==> src/include/cpu_settings.svh <==
// CPU width and depth settings
`ifndef CPU_SETTINGS_SVH
`define CPU_SETTINGS_SVH

// Datapath and instruction word
`define CPU_DATA_W 16

// Register file
`define CPU_REG_SEL_W 3
`define CPU_NUM_REGS 8

// Word address widths of instruction and data memories
`define CPU_IMEM_AW 8
`define CPU_DMEM_AW 8

// Opcode field in instr[15:11]
`define CPU_OPCODE_W 5

`endif

==> src/rtl/cpu_pkg.sv <==
// CPU pipeline types
`include "cpu_settings.svh"

package cpu_pkg;

	typedef enum logic [`CPU_OPCODE_W-1:0] {
		OP_HALT = 5'b00000,
		OP_NOP  = 5'b00001,
		OP_ADDI = 5'b01000,
		OP_BEQZ = 5'b01100,
		OP_BNEZ = 5'b01101,
		OP_ST   = 5'b10000,
		OP_LD   = 5'b10001,
		OP_LBI  = 5'b11000,
		OP_ALU  = 5'b11011
	} opcode_e;

	// Matches the R-type funct field
	typedef enum logic [1:0] {
		ALU_ADD  = 2'b00,
		ALU_SUB  = 2'b01,
		ALU_XOR  = 2'b10,
		ALU_ANDN = 2'b11
	} alu_op_e;

	typedef struct packed {
		logic    reg_write;
		logic    mem_read;
		logic    mem_write;
		logic    use_imm;
		logic    is_lbi;
		logic    is_halt;
		alu_op_e alu_op;
	} ctrl_t;

	// All-zero is a bubble since a real fetch never has pc2 of zero
	typedef struct packed {
		logic [`CPU_DATA_W-1:0] instr;
		logic [`CPU_DATA_W-1:0] pc2;
	} if_id_t;

	typedef struct packed {
		ctrl_t                     ctrl;
		logic [`CPU_DATA_W-1:0]    rs_val;
		logic [`CPU_DATA_W-1:0]    rt_val;
		logic [`CPU_REG_SEL_W-1:0] rs_sel;
		logic [`CPU_REG_SEL_W-1:0] rt_sel;
		logic [`CPU_REG_SEL_W-1:0] dst_sel;
		logic [7:0]                imm8;
	} id_ex_t;

	typedef struct packed {
		ctrl_t                     ctrl;
		logic [`CPU_DATA_W-1:0]    result;
		logic [`CPU_DATA_W-1:0]    st_data;
		logic [`CPU_REG_SEL_W-1:0] dst_sel;
	} ex_mem_t;

	typedef struct packed {
		logic                      reg_write;
		logic                      is_halt;
		logic [`CPU_REG_SEL_W-1:0] dst_sel;
		logic [`CPU_DATA_W-1:0]    result;
	} mem_wb_t;

endpackage

==> src/rtl/hazard_if.sv <==
// Forwarding and hazard interface
`timescale 1ns/1ns
`include "cpu_settings.svh"

interface hazard_if;

	// One slot per later stage with the youngest first
	logic                      ex_wr;
	logic [`CPU_REG_SEL_W-1:0] ex_sel;
	logic [`CPU_DATA_W-1:0]    ex_data;
	logic                      ex_load;

	logic                      mem_wr;
	logic [`CPU_REG_SEL_W-1:0] mem_sel;
	logic [`CPU_DATA_W-1:0]    mem_data;

	logic                      wb_wr;
	logic [`CPU_REG_SEL_W-1:0] wb_sel;
	logic [`CPU_DATA_W-1:0]    wb_data;

	modport decode (
		input ex_wr, ex_sel, ex_data, ex_load,
		input mem_wr, mem_sel, mem_data,
		input wb_wr, wb_sel, wb_data
	);

	// Execute publishes its own slot and forwards from the older ones
	modport execute (
		output ex_wr, ex_sel, ex_data, ex_load,
		input  mem_wr, mem_sel, mem_data,
		input  wb_wr, wb_sel, wb_data
	);

endinterface

==> src/rtl/decode_stage.sv <==
// Instruction decode stage
`timescale 1ns/1ns
`include "cpu_settings.svh"

module decode_stage (
	input  logic                   clk,
	input  logic                   arst_n,
	input  cpu_pkg::if_id_t        in,
	hazard_if.decode               fwd,
	output cpu_pkg::id_ex_t        out,
	output logic                   stall,
	output logic                   branch_taken,
	output logic [`CPU_DATA_W-1:0] branch_target,
	output logic                   halt_seen
);

	import cpu_pkg::*;

	logic [`CPU_DATA_W-1:0]    regs [`CPU_NUM_REGS];
	logic                      valid;
	opcode_e                   opcode;
	ctrl_t                     ctrl;
	logic [`CPU_REG_SEL_W-1:0] rs_sel;
	logic [`CPU_REG_SEL_W-1:0] rt_sel;
	logic [`CPU_REG_SEL_W-1:0] dst_sel;
	logic                      rs_used;
	logic                      rt_used;
	logic                      is_beqz;
	logic                      is_bnez;
	logic [`CPU_DATA_W-1:0]    rs_val;
	logic [`CPU_DATA_W-1:0]    rt_val;
	logic [`CPU_DATA_W-1:0]    br_offset;

	assign valid  = |in.pc2;
	assign opcode = opcode_e'(in.instr[15:11]);
	assign rs_sel = in.instr[10:8];
	assign rt_sel = in.instr[7:5];

	always_comb begin
		ctrl    = '0;
		dst_sel = rt_sel;
		rs_used = 1'b0;
		rt_used = 1'b0;
		is_beqz = 1'b0;
		is_bnez = 1'b0;
		if (valid) begin
			case (opcode)
				OP_ALU: begin
					ctrl.reg_write = 1'b1;
					ctrl.alu_op    = alu_op_e'(in.instr[1:0]);
					dst_sel        = in.instr[4:2];
					rs_used        = 1'b1;
					rt_used        = 1'b1;
				end
				OP_ADDI: begin
					ctrl.reg_write = 1'b1;
					ctrl.use_imm   = 1'b1;
					ctrl.alu_op    = ALU_ADD;
					rs_used        = 1'b1;
				end
				OP_LBI: begin
					ctrl.reg_write = 1'b1;
					ctrl.is_lbi    = 1'b1;
					dst_sel        = rs_sel;
				end
				OP_ST: begin
					ctrl.mem_write = 1'b1;
					ctrl.use_imm   = 1'b1;
					rs_used        = 1'b1;
					rt_used        = 1'b1;
				end
				OP_LD: begin
					ctrl.reg_write = 1'b1;
					ctrl.mem_read  = 1'b1;
					ctrl.use_imm   = 1'b1;
					rs_used        = 1'b1;
				end
				OP_BEQZ: begin
					is_beqz = 1'b1;
					rs_used = 1'b1;
				end
				OP_BNEZ: begin
					is_bnez = 1'b1;
					rs_used = 1'b1;
				end
				OP_HALT: ctrl.is_halt = 1'b1;
				// NOP and unknown opcodes
				default: ;
			endcase
		end
	end

	always_ff @(posedge clk or negedge arst_n) begin
		if (!arst_n) begin
			regs <= '{default: '0};
		end else if (fwd.wb_wr) begin
			regs[fwd.wb_sel] <= fwd.wb_data;
		end
	end

	// Youngest writer wins; the write-back term is the register file bypass
	always_comb begin
		if (fwd.ex_wr && fwd.ex_sel == rs_sel) begin
			rs_val = fwd.ex_data;
		end else if (fwd.mem_wr && fwd.mem_sel == rs_sel) begin
			rs_val = fwd.mem_data;
		end else if (fwd.wb_wr && fwd.wb_sel == rs_sel) begin
			rs_val = fwd.wb_data;
		end else begin
			rs_val = regs[rs_sel];
		end
	end

	always_comb begin
		if (fwd.ex_wr && fwd.ex_sel == rt_sel) begin
			rt_val = fwd.ex_data;
		end else if (fwd.mem_wr && fwd.mem_sel == rt_sel) begin
			rt_val = fwd.mem_data;
		end else if (fwd.wb_wr && fwd.wb_sel == rt_sel) begin
			rt_val = fwd.wb_data;
		end else begin
			rt_val = regs[rt_sel];
		end
	end

	// Load in execute has no data yet
	assign stall = fwd.ex_load &&
		((rs_used && fwd.ex_sel == rs_sel) || (rt_used && fwd.ex_sel == rt_sel));

	assign br_offset     = {{(`CPU_DATA_W-9){in.instr[7]}}, in.instr[7:0], 1'b0};
	assign branch_target = in.pc2 + br_offset;
	assign branch_taken  = !stall &&
		((is_beqz && rs_val == '0) || (is_bnez && rs_val != '0));
	assign halt_seen     = ctrl.is_halt;

	assign out = '{
		ctrl:    ctrl,
		rs_val:  rs_val,
		rt_val:  rt_val,
		rs_sel:  rs_sel,
		rt_sel:  rt_sel,
		dst_sel: dst_sel,
		imm8:    in.instr[7:0]
	};

endmodule

==> src/flat_wrapper.sv <==
// flat-port wrapper written by rule: the top's interface ports become plain ports
module decode_stage_flat import cpu_pkg::*;
  (clk, arst_n, in, out, stall, branch_taken, branch_target, halt_seen, fwd_ex_wr, fwd_ex_sel, fwd_ex_data, fwd_ex_load, fwd_mem_wr, fwd_mem_sel, fwd_mem_data, fwd_wb_wr, fwd_wb_sel, fwd_wb_data);
  hazard_if fwd_i ();
  input  logic clk;
  input  logic arst_n;
  input  cpu_pkg::if_id_t in;
  output cpu_pkg::id_ex_t out;
  output logic stall;
  output logic branch_taken;
  output logic [`CPU_DATA_W-1:0] branch_target;
  output logic halt_seen;
  input wire logic [$bits(fwd_i.ex_wr)-1:0] fwd_ex_wr;
  input wire logic [$bits(fwd_i.ex_sel)-1:0] fwd_ex_sel;
  input wire logic [$bits(fwd_i.ex_data)-1:0] fwd_ex_data;
  input wire logic [$bits(fwd_i.ex_load)-1:0] fwd_ex_load;
  input wire logic [$bits(fwd_i.mem_wr)-1:0] fwd_mem_wr;
  input wire logic [$bits(fwd_i.mem_sel)-1:0] fwd_mem_sel;
  input wire logic [$bits(fwd_i.mem_data)-1:0] fwd_mem_data;
  input wire logic [$bits(fwd_i.wb_wr)-1:0] fwd_wb_wr;
  input wire logic [$bits(fwd_i.wb_sel)-1:0] fwd_wb_sel;
  input wire logic [$bits(fwd_i.wb_data)-1:0] fwd_wb_data;
  assign fwd_i.ex_wr = fwd_ex_wr;
  assign fwd_i.ex_sel = fwd_ex_sel;
  assign fwd_i.ex_data = fwd_ex_data;
  assign fwd_i.ex_load = fwd_ex_load;
  assign fwd_i.mem_wr = fwd_mem_wr;
  assign fwd_i.mem_sel = fwd_mem_sel;
  assign fwd_i.mem_data = fwd_mem_data;
  assign fwd_i.wb_wr = fwd_wb_wr;
  assign fwd_i.wb_sel = fwd_wb_sel;
  assign fwd_i.wb_data = fwd_wb_data;
  decode_stage u_core (.clk(clk), .arst_n(arst_n), .in(in), .fwd(fwd_i), .out(out), .stall(stall), .branch_taken(branch_taken), .branch_target(branch_target), .halt_seen(halt_seen));
endmodule
==> config.mk <==
export PLATFORM = sky130hd
export DESIGN_NAME = decode_stage_flat
export DESIGN_NICKNAME = d
export VERILOG_FILES = /design/src/rtl/cpu_pkg.sv /design/src/rtl/hazard_if.sv /design/src/rtl/decode_stage.sv /design/src/flat_wrapper.sv
export VERILOG_INCLUDE_DIRS = /design/src /design/src/include
export SDC_FILE = /design/constraint.sdc
export NUM_CORES = 1
export LEC_CHECK = 0
export ABC_AREA = 1
export BUFFER_PORTS_ARGS = -buffer_cell sky130_fd_sc_hd__buf_4
export CORE_ASPECT_RATIO = 0.5
export CORE_MARGIN = 2
export CORE_UTILIZATION = 55
export CTS_CLUSTER_DIAMETER = 50
export DETAILED_ROUTE_END_ITERATION = 8
export PLACE_DENSITY = 0.8
export SLEW_MARGIN = 20
export SYNTH_ARGS = -nofsm -noshare
export SYNTH_HDL_FRONTEND = slang
export SYNTH_SLANG_ARGS = --single-unit
==> constraint.sdc <==
create_clock -name clk -period 3.8 [get_ports clk]
set_input_delay 0.76 -clock clk [delete_from_list [all_inputs] [get_ports clk]]
set_output_delay 0.76 -clock clk [all_outputs]
set_load 0.005 [all_outputs]
### Word-level counts from Yosys, hierarchy flattened

Index checks and enable logic that the tools add are counted.

| word-level totals | value |
|---|---|
| register bits after elaboration | 128 |
| bits of input ports | 95 |
| output and inout port bits | 76 |
| word-level logic and storage cells | 86 |

| operators by class | value |
|---|---|
| $add $sub $neg | 1 |
| $lt $le $gt $ge | 4 |
| equal/unequal tests | 13 |
| mux-type cells | 33 |
| bitwise gates (word level) | 3 |
| reductions and logical operators | 24 |

Operators with widths:

| cell | number |
|---|---|
| $mux 16 | 11 |
| $bwmux 128 | 1 |
| $bmux 16 s3 | 2 |
| $demux 16 s3 | 1 |
| $eq 5x5->1 const B | 4 |
| $eq 3x3->1 | 6 |
| $add 16x16->16 | 1 |
| $logic_not 16->1 | 1 |
| $reduce_bool 16->1 | 1 |
| $reduce_or 16->1 | 1 |
| $eq 5x4->1 const B | 3 |
| $mux 1 | 14 |
| $logic_and 1x1->1 | 13 |
| $ge 4x4->1 const B | 3 |
| $not 3->4 | 3 |
| $mux 8 | 1 |
| $pmux 3 s2 | 1 |
| $reduce_or 6->1 | 1 |
| $logic_not 5->1 | 1 |
| $lt 4x1->1 const B | 1 |
| $reduce_or 4->1 | 1 |
| $mux 3 | 1 |
| $reduce_or 3->1 | 1 |
| $logic_or 1x1->1 | 2 |
| other kinds (3) | 3 |

### Depth between registers and ports, before layout

Gate-level depths: netlist of run 1.

| depth | value |
|---|---|
| depth in word-level cells | 11 |
| mapped depth | 18 |

### Worst setup path after synthesis of run 1

Ideal clock, no wire load.

| timing path | value |
|---|---|
| kind | input -> output |
| from | input port in[1] in the netlist's numbering |
| to | output port branch_target[13] |
| arrival | 2.549 ns |
| slack | 0.491 ns |
| cell stages on the path | 11 |
| path buffers | 0 |
| cell sequence | ha_1 > inv_1 > fa_1 > nand3b_1 > nand2_1 > inv_1 > o21a_1 > o21ai_0 > a21boi_0 > o21ai_0 > xor2_1 |

| on the way | value |
|---|---|
| longest elaborated chain between the ends | 1 |

RTL lines:

| what | RTL line | RTL |
|---|---|---|
| start, declared | flat_wrapper.sv:7 | `input cpu_pkg::if_id_t in;` |
| $add 16x16->16 | decode_stage.sv:131 | `assign branch_target = in.pc2 + br_offset;` |
| end, declared | flat_wrapper.sv:11 | `` output logic [`CPU_DATA_W-1:0] branch_target; `` |

No other way between the ends.

==> flow_summary.toml, run 1 <==
[run_status]
status = "completed"

[clocking]
cts_sinks = 128
cts_resized = 0
clk_pin_slew_ns = 0.06
root_buffer = "clkbuf_16"
clk_path_buf_depth = 2
htree_levels = 4
cts_buffers = 17
clk_latency_ns = 0.42
cts_hold_buf = 0
cts_tree = "built"
post_cts_buffers = 0

[sta]
worst_slack_ns = 0.09457
clock_skew_ns = 0
tightest_slew_ns = 1.136
timing.slew.headroom_pct = 24.08
rsz0062_at_grt = "false"
setup_viol = 0
setup_tns_ns = 0
period_share_pct = 97.51
timing.fmax_ghz = 0.2699
slew_violations = 0
timing.hold.ws_ns = 0.3660
min_period_ns = 3.705
hold_viol_final = 0

[routing]
drtIter0Drc = 1823
ant_nets = 0
vias_per_cell = 6.113
post-route-drc-count = 0
wl_mm = 37.48
vias = 11070
wl_per_cell_um = 20.70
dr.pass1.iters = 8

[finish]
seqCellArea_um2 = 3203
multiInputGateArea_um2 = 5269
layout-drive-gt1-share_pct = 16.92
fillers = 1432
max_flop_register = "u_core.regs"
largest_reg_flops = 128
nets = 1681
final_util_pct = 69.09
diodes = 0
largestRegisters = "u_core.regs (128)"
area.growth.synth_to_final_pct = 20.64

[synth]
async_flop_share_pct = 100.0
ys_top_cells_by_area = "dfrtp_1 34%, nand2_1 16%, o21ai_0 13%, nand3_1 5.7%, inv_1 5.6%"
synth_fa_ha_area_share_pct = 2.043
ys_seq_elements = 128
synth_xor_area_share_pct = 1.925
synth_nets = 1564
synth_top_family_by_area = "simple AND/OR/NAND/NOR gates"
synth_mux_area_share_pct = 0
synth_compound_area_share_pct = 21.77
synth_top_cell_area_share_pct = 33.53
synth_edf_count = 0
yosysTopAreaCell = "dfrtp_1"
syn_area_per_cell_um2 = 6.570
ys.flop_type = "dfrtp_1"
synthDistinctLibCells = 45
synthSimpleGateAreaFrac_pct = 29.17
seq_area_frac_synth_pct = 33.53
netlist_instances = 1454
yosysWarnings = 0
synth_area_um2 = 9553

[floorplan]
core_area_um2 = 16680
fp-row-count = 33
boundaryPins = 171
initial_core_util_pct = 57.27
die_x_um = 190.4
design.die.area_um2 = 18500
fp.dieH_um = 97.19

[global_route]
grt_max_degree = 50
grt_pass1_vias = 10040
antenna_found_initial = 0
grt_overflow = 0
gr-usage-all-layers_pct = 40.54
grt_pass1_wl_mm = 57.54

[critical_path]
end_kind = "primary output"
r2r-start = "u_core.regs[121]"
start_kind = "input pin"
worstPathRequired_ns = 3.04
cp.arrival_ns = 2.95
crit_path_start = "in[21]"
cp_max_fo = 35
worstSetupPathType = "input pin to primary output"

[placement]
dp_slack_ns = 0.1055
gp_congestion = 0.9835
io_buffers = 170
dp_hpwl_mm = 26.27

[power_and_ir_drop]
p_comb_share_pct = 30.7
powerDensity_nw_per_um2 = 436.0
p_sw_share_pct = 34.87
p_leak_nw = 5.794
peakVddDrop_uv = 414.9
p_clk_share_pct = 33.5
netSwitchingPower_w = 0.001752
p_int_w = 0.003273
sequentialPowerShare_pct = 35.8

[job]
max-cap-violations = 0

[min_path]
min-delay-path-class = "input pin to asynchronous set/reset pin"
[final timing paths]
kind | end | slack, ns | cells after the start
min in group clk | u_core.regs[104] | 0.49 | 2
hold / removal | u_core.regs[31] | 0.37 | 1
hold reg to reg | u_core.regs[104] | 0.49 | 2
setup / recovery | out[28] | 0.09 | 9
setup reg to reg | u_core.regs[121] | 3.03 | 2
max in group asynchronous | u_core.regs[119] | 2.61 | 2
[worst max-delay path, stage by stage]
cell and delay, ns:
buf_4 0.38, buf_4 0.43, o21ai_0 0.16, o21ai_0 0.41, o221ai_1 0.19, o211ai_1 0.20, o211ai_1 0.18, nand2_1 0.10
buf_4 0.11
[per-stage QoR]
stage          cells  instance area, um^2  power, W
2_1_floorplan   1454                 9553  0.002639
3_3_place_gp    1779                10910  0.003232
3_5_place_dp    1779                10910  0.003283
4_1_cts         1811                11510  0.004968
5_1_grt         1811                11520  0.005275
6_report        1811                11520  0.005025
[power by group through the flow]
stage | combinational, W | clock (W) | sequential (W)
floorplan | 0.000872 | 0 | 0.00177
global placement | 0.00144 | 0 | 0.00179
detailed placement | 0.00148 | 0 | 0.00181
CTS | 0.00150 | 0.00168 | 0.00179
global route | 0.00170 | 0.00175 | 0.00183
finish | 0.00154 | 0.00168 | 0.00180
[final cells by class]
| type | instances | share of cell area (%) |
|---|---|---|
| sequential | 128 | 27.79 |
| timing repair buffer | 202 | 13.81 |
| clock buffer | 19 | 3.843 |
| tap | 227 | 2.464 |
| clock inverter | 13 | 1.411 |
| inverter | 151 | 4.961 |
| multi-input combinational | 1071 | 45.72 |
[placed cells by master, fill, tap and decap left out, drive strengths merged]
master and count:
o221ai 15, nand4 2, a211oi 1, o211ai 35, buf 202, nand3b 8
o22ai 4, clkbuf 19, o21a 1, inv 150, a21boi 2, dfrtp 128
o21ai 258, and2 2, nor3 6, a21oi 58, o2111ai 2, a221oi 1
clkinv 8, nand3 112, nor4 5, nand2 401, nor2 119, o31ai 2
clkinvlp 3, xnor2 9, xor2 12, ha 14, or2 1, fa 1
bufinv 3
[cells in the mapped netlist, types with 5 or more instances]
cell type  count
xnor2_1        9
o221ai_1      15
a21oi_1       57
buf_4         21
o21ai_0      247
nor3_1         6
nand2_1      396
ha_1          14
clkbuf_1      55
o211ai_1      35
xor2_1        12
buf_6          5
buf_2         21
o21ai_1       10
dfrtp_1      128
nand3b_1       8
nand3_1      108
inv_1        143
nor2_1       110
[routing by layer]
layer | part of all wire, % | global-route usage, % | vias to the layer above
met4 | 2.2 | 8.527 | 0
li1 | - | - | 5001
met3 | 16 | 16.07 | 88
met5 | 0 | 0 | -
met2 | 42 | 58.91 | 813
met1 | 40 | 56.87 | 5168
[cell families after synthesis]
kind of cell	Yosys count
simple gates	656
compound gates	379
buf+inv	255
flops	128
xor+xnor	21
fa+ha+maj	15
No activity file was read; power rests on OpenSTA's default activity.
==> run 2: changes to the inputs <==
Settings changed: CTS_CLUSTER_SIZE set to 24, GPL_TIMING_DRIVEN set to 0, SLEW_MARGIN 20 to 0.
==> flow_summary.toml, run 2 (synthesized netlist as in run 1, its figures left out) <==
[floorplan]
fp-row-count = 33
die_x_um = 190.4
initial_core_util_pct = 57.27
core_area_um2 = 16680
design.die.area_um2 = 18500
boundaryPins = 171
fp.dieH_um = 97.19

[clocking]
cts_tree = "built"
cts_buffers = 17
clk_path_buf_depth = 2
cts_hold_buf = 0
htree_levels = 4
root_buffer = "clkbuf_16"
cts_sinks = 128
clk_latency_ns = 0.43
clk_pin_slew_ns = 0.07

[global_route]
grt_pass1_wl_mm = 64.21
grt_max_degree = 104
gr-usage-all-layers_pct = 46.45
antenna_found_initial = 0
grt_overflow = 0
grt_pass1_vias = 11000

[critical_path]
regToRegSetupSlack_ns = 2.98
rr_endpoint = "u_core.regs[65]"
worstSetupPathType = "input pin to primary output"
end_kind = "primary output"
cp.arrival_ns = 3.00
worstPathRequired_ns = 3.04
crit_path_start = "in[25]"
cp_max_fo = 10
r2r-start = "u_core.regs[65]"
ff2ff_path_depth = 2
start_kind = "input pin"

[finish]
final_util_pct = 70.51
nets = 1752
max_flop_register = "u_core.regs"
layout-drive-gt1-share_pct = 17.76
area.growth.synth_to_final_pct = 23.13
diodes = 0
fin_cells = 1882
final_cell_mix = "395 x nand2_1, 241 x o21ai_0, 191 x buf_4, 142 x inv_1, 128 x dfrtp_1"
final_common_cell = "nand2_1"
largest_reg_flops = 128
largestRegisters = "u_core.regs (128)"

[sta]
worst_slack_ns = 0.04328
period_share_pct = 98.86
timing.hold.ws_ns = 0.1703
min_period_ns = 3.757
hold_viol_final = 0
timing.fmax_ghz = 0.2662
rsz0062_at_grt = "false"
setup_tns_ns = 0
setup_viol = 0
clock_skew_ns = 0
tightest_slew_ns = 0.8110
timing.slew.headroom_pct = 45.93
slew_violations = 0

[placement]
dp_hpwl_mm = 32.16
gp_congestion = 1.056
dp_cells = 1850
io_buffers = 168
dp_slack_ns = -0.1462

[min_path]
min-delay-path-class = "input pin to asynchronous set/reset pin"

[routing]
drtIter0Drc = 2185
post-route-drc-count = 0
dr.pass1.iters = 7
ant_nets = 0
wl_per_cell_um = 22.92
wl_mm = 43.13
vias = 11830
vias_per_cell = 6.286

[power_and_ir_drop]
p_leak_nw = 5.925
peakVddDrop_uv = 455.5
powerDensity_nw_per_um2 = 435.4

[run_status]
status = "completed"

[job]
max-cap-violations = 0
-- run 2: layout make-up --
| type | count | area (um^2) |
|---|---|---|
| multi-input cells | 1071 | 5255 |
| fillers | 1433 | 4918 |
| flip-flops and latches | 128 | 3203 |
| repair buffers | 172 | 1315 |
| inverters | 151 | 575.6 |
| plain buffers | 101 | 545.5 |
| clock buffers | 18 | 439.2 |
| well taps | 227 | 284.0 |
| clock inverters | 14 | 145.1 |
-- run 2: how the worst max path moves through the flow --
stage / endpoint / cells after the start
after floorplan: branch_target[13] / 11
after global placement: out[23] / 12
after detailed placement: out[25] / 12
after CTS: branch_target[13] / 13
after global routing: branch_taken / 16
final: branch_taken / 17
-- run 2: through the flow --
stage,instance area (um^2),power [W]
finish,11760,0.005121
global route,11760,0.005308
CTS,11720,0.004988
detailed placement,11130,0.003358
global placement,11100,0.003298
floorplan,9553,0.002639
-- run 2: routing by layer --
layer	vias to the layer above	wire length, um	track usage, %	share of wire (%)
met5	-	0	0	0
met3	172	7619	19.54	18
met2	1049	17840	68.22	41
met1	5457	15870	60.83	37
li1	5152	-	-	-
met4	0	1796	17.47	4.2
-- run 2: repair_timing --
item                                    CTS  global route
endpoints found under the setup margin   10            16
setup buffers                             0             3
gates resized for setup                   4            34
-- run 2: report_power, final --
group,internal [W],total (W),switching [W],leakage [nW]
Clock,0.000940,0.00166,0.000718,0.279
Combinational,0.000608,0.00162,0.00102,4.04
Sequential,0.00162,0.00184,0.000217,1.60
Total,0.00317,0.00512,0.00195,5.92
-- run 2: critical path, stage by stage --
cell and delay (ns):
buf_4 0.15, inv_2 0.09, buf_4 0.25, clkbuf_4 0.35, o211ai_1 0.17, nand3_1 0.20
nand3_1 0.15, nand2_1 0.13, nand2_1 0.06, nand2_1 0.12, nor2_1 0.05, nand2_1 0.08
nor2_2 0.04, nand3_1 0.06, nand2_1 0.05, nor2_1 0.13, buf_4 0.13
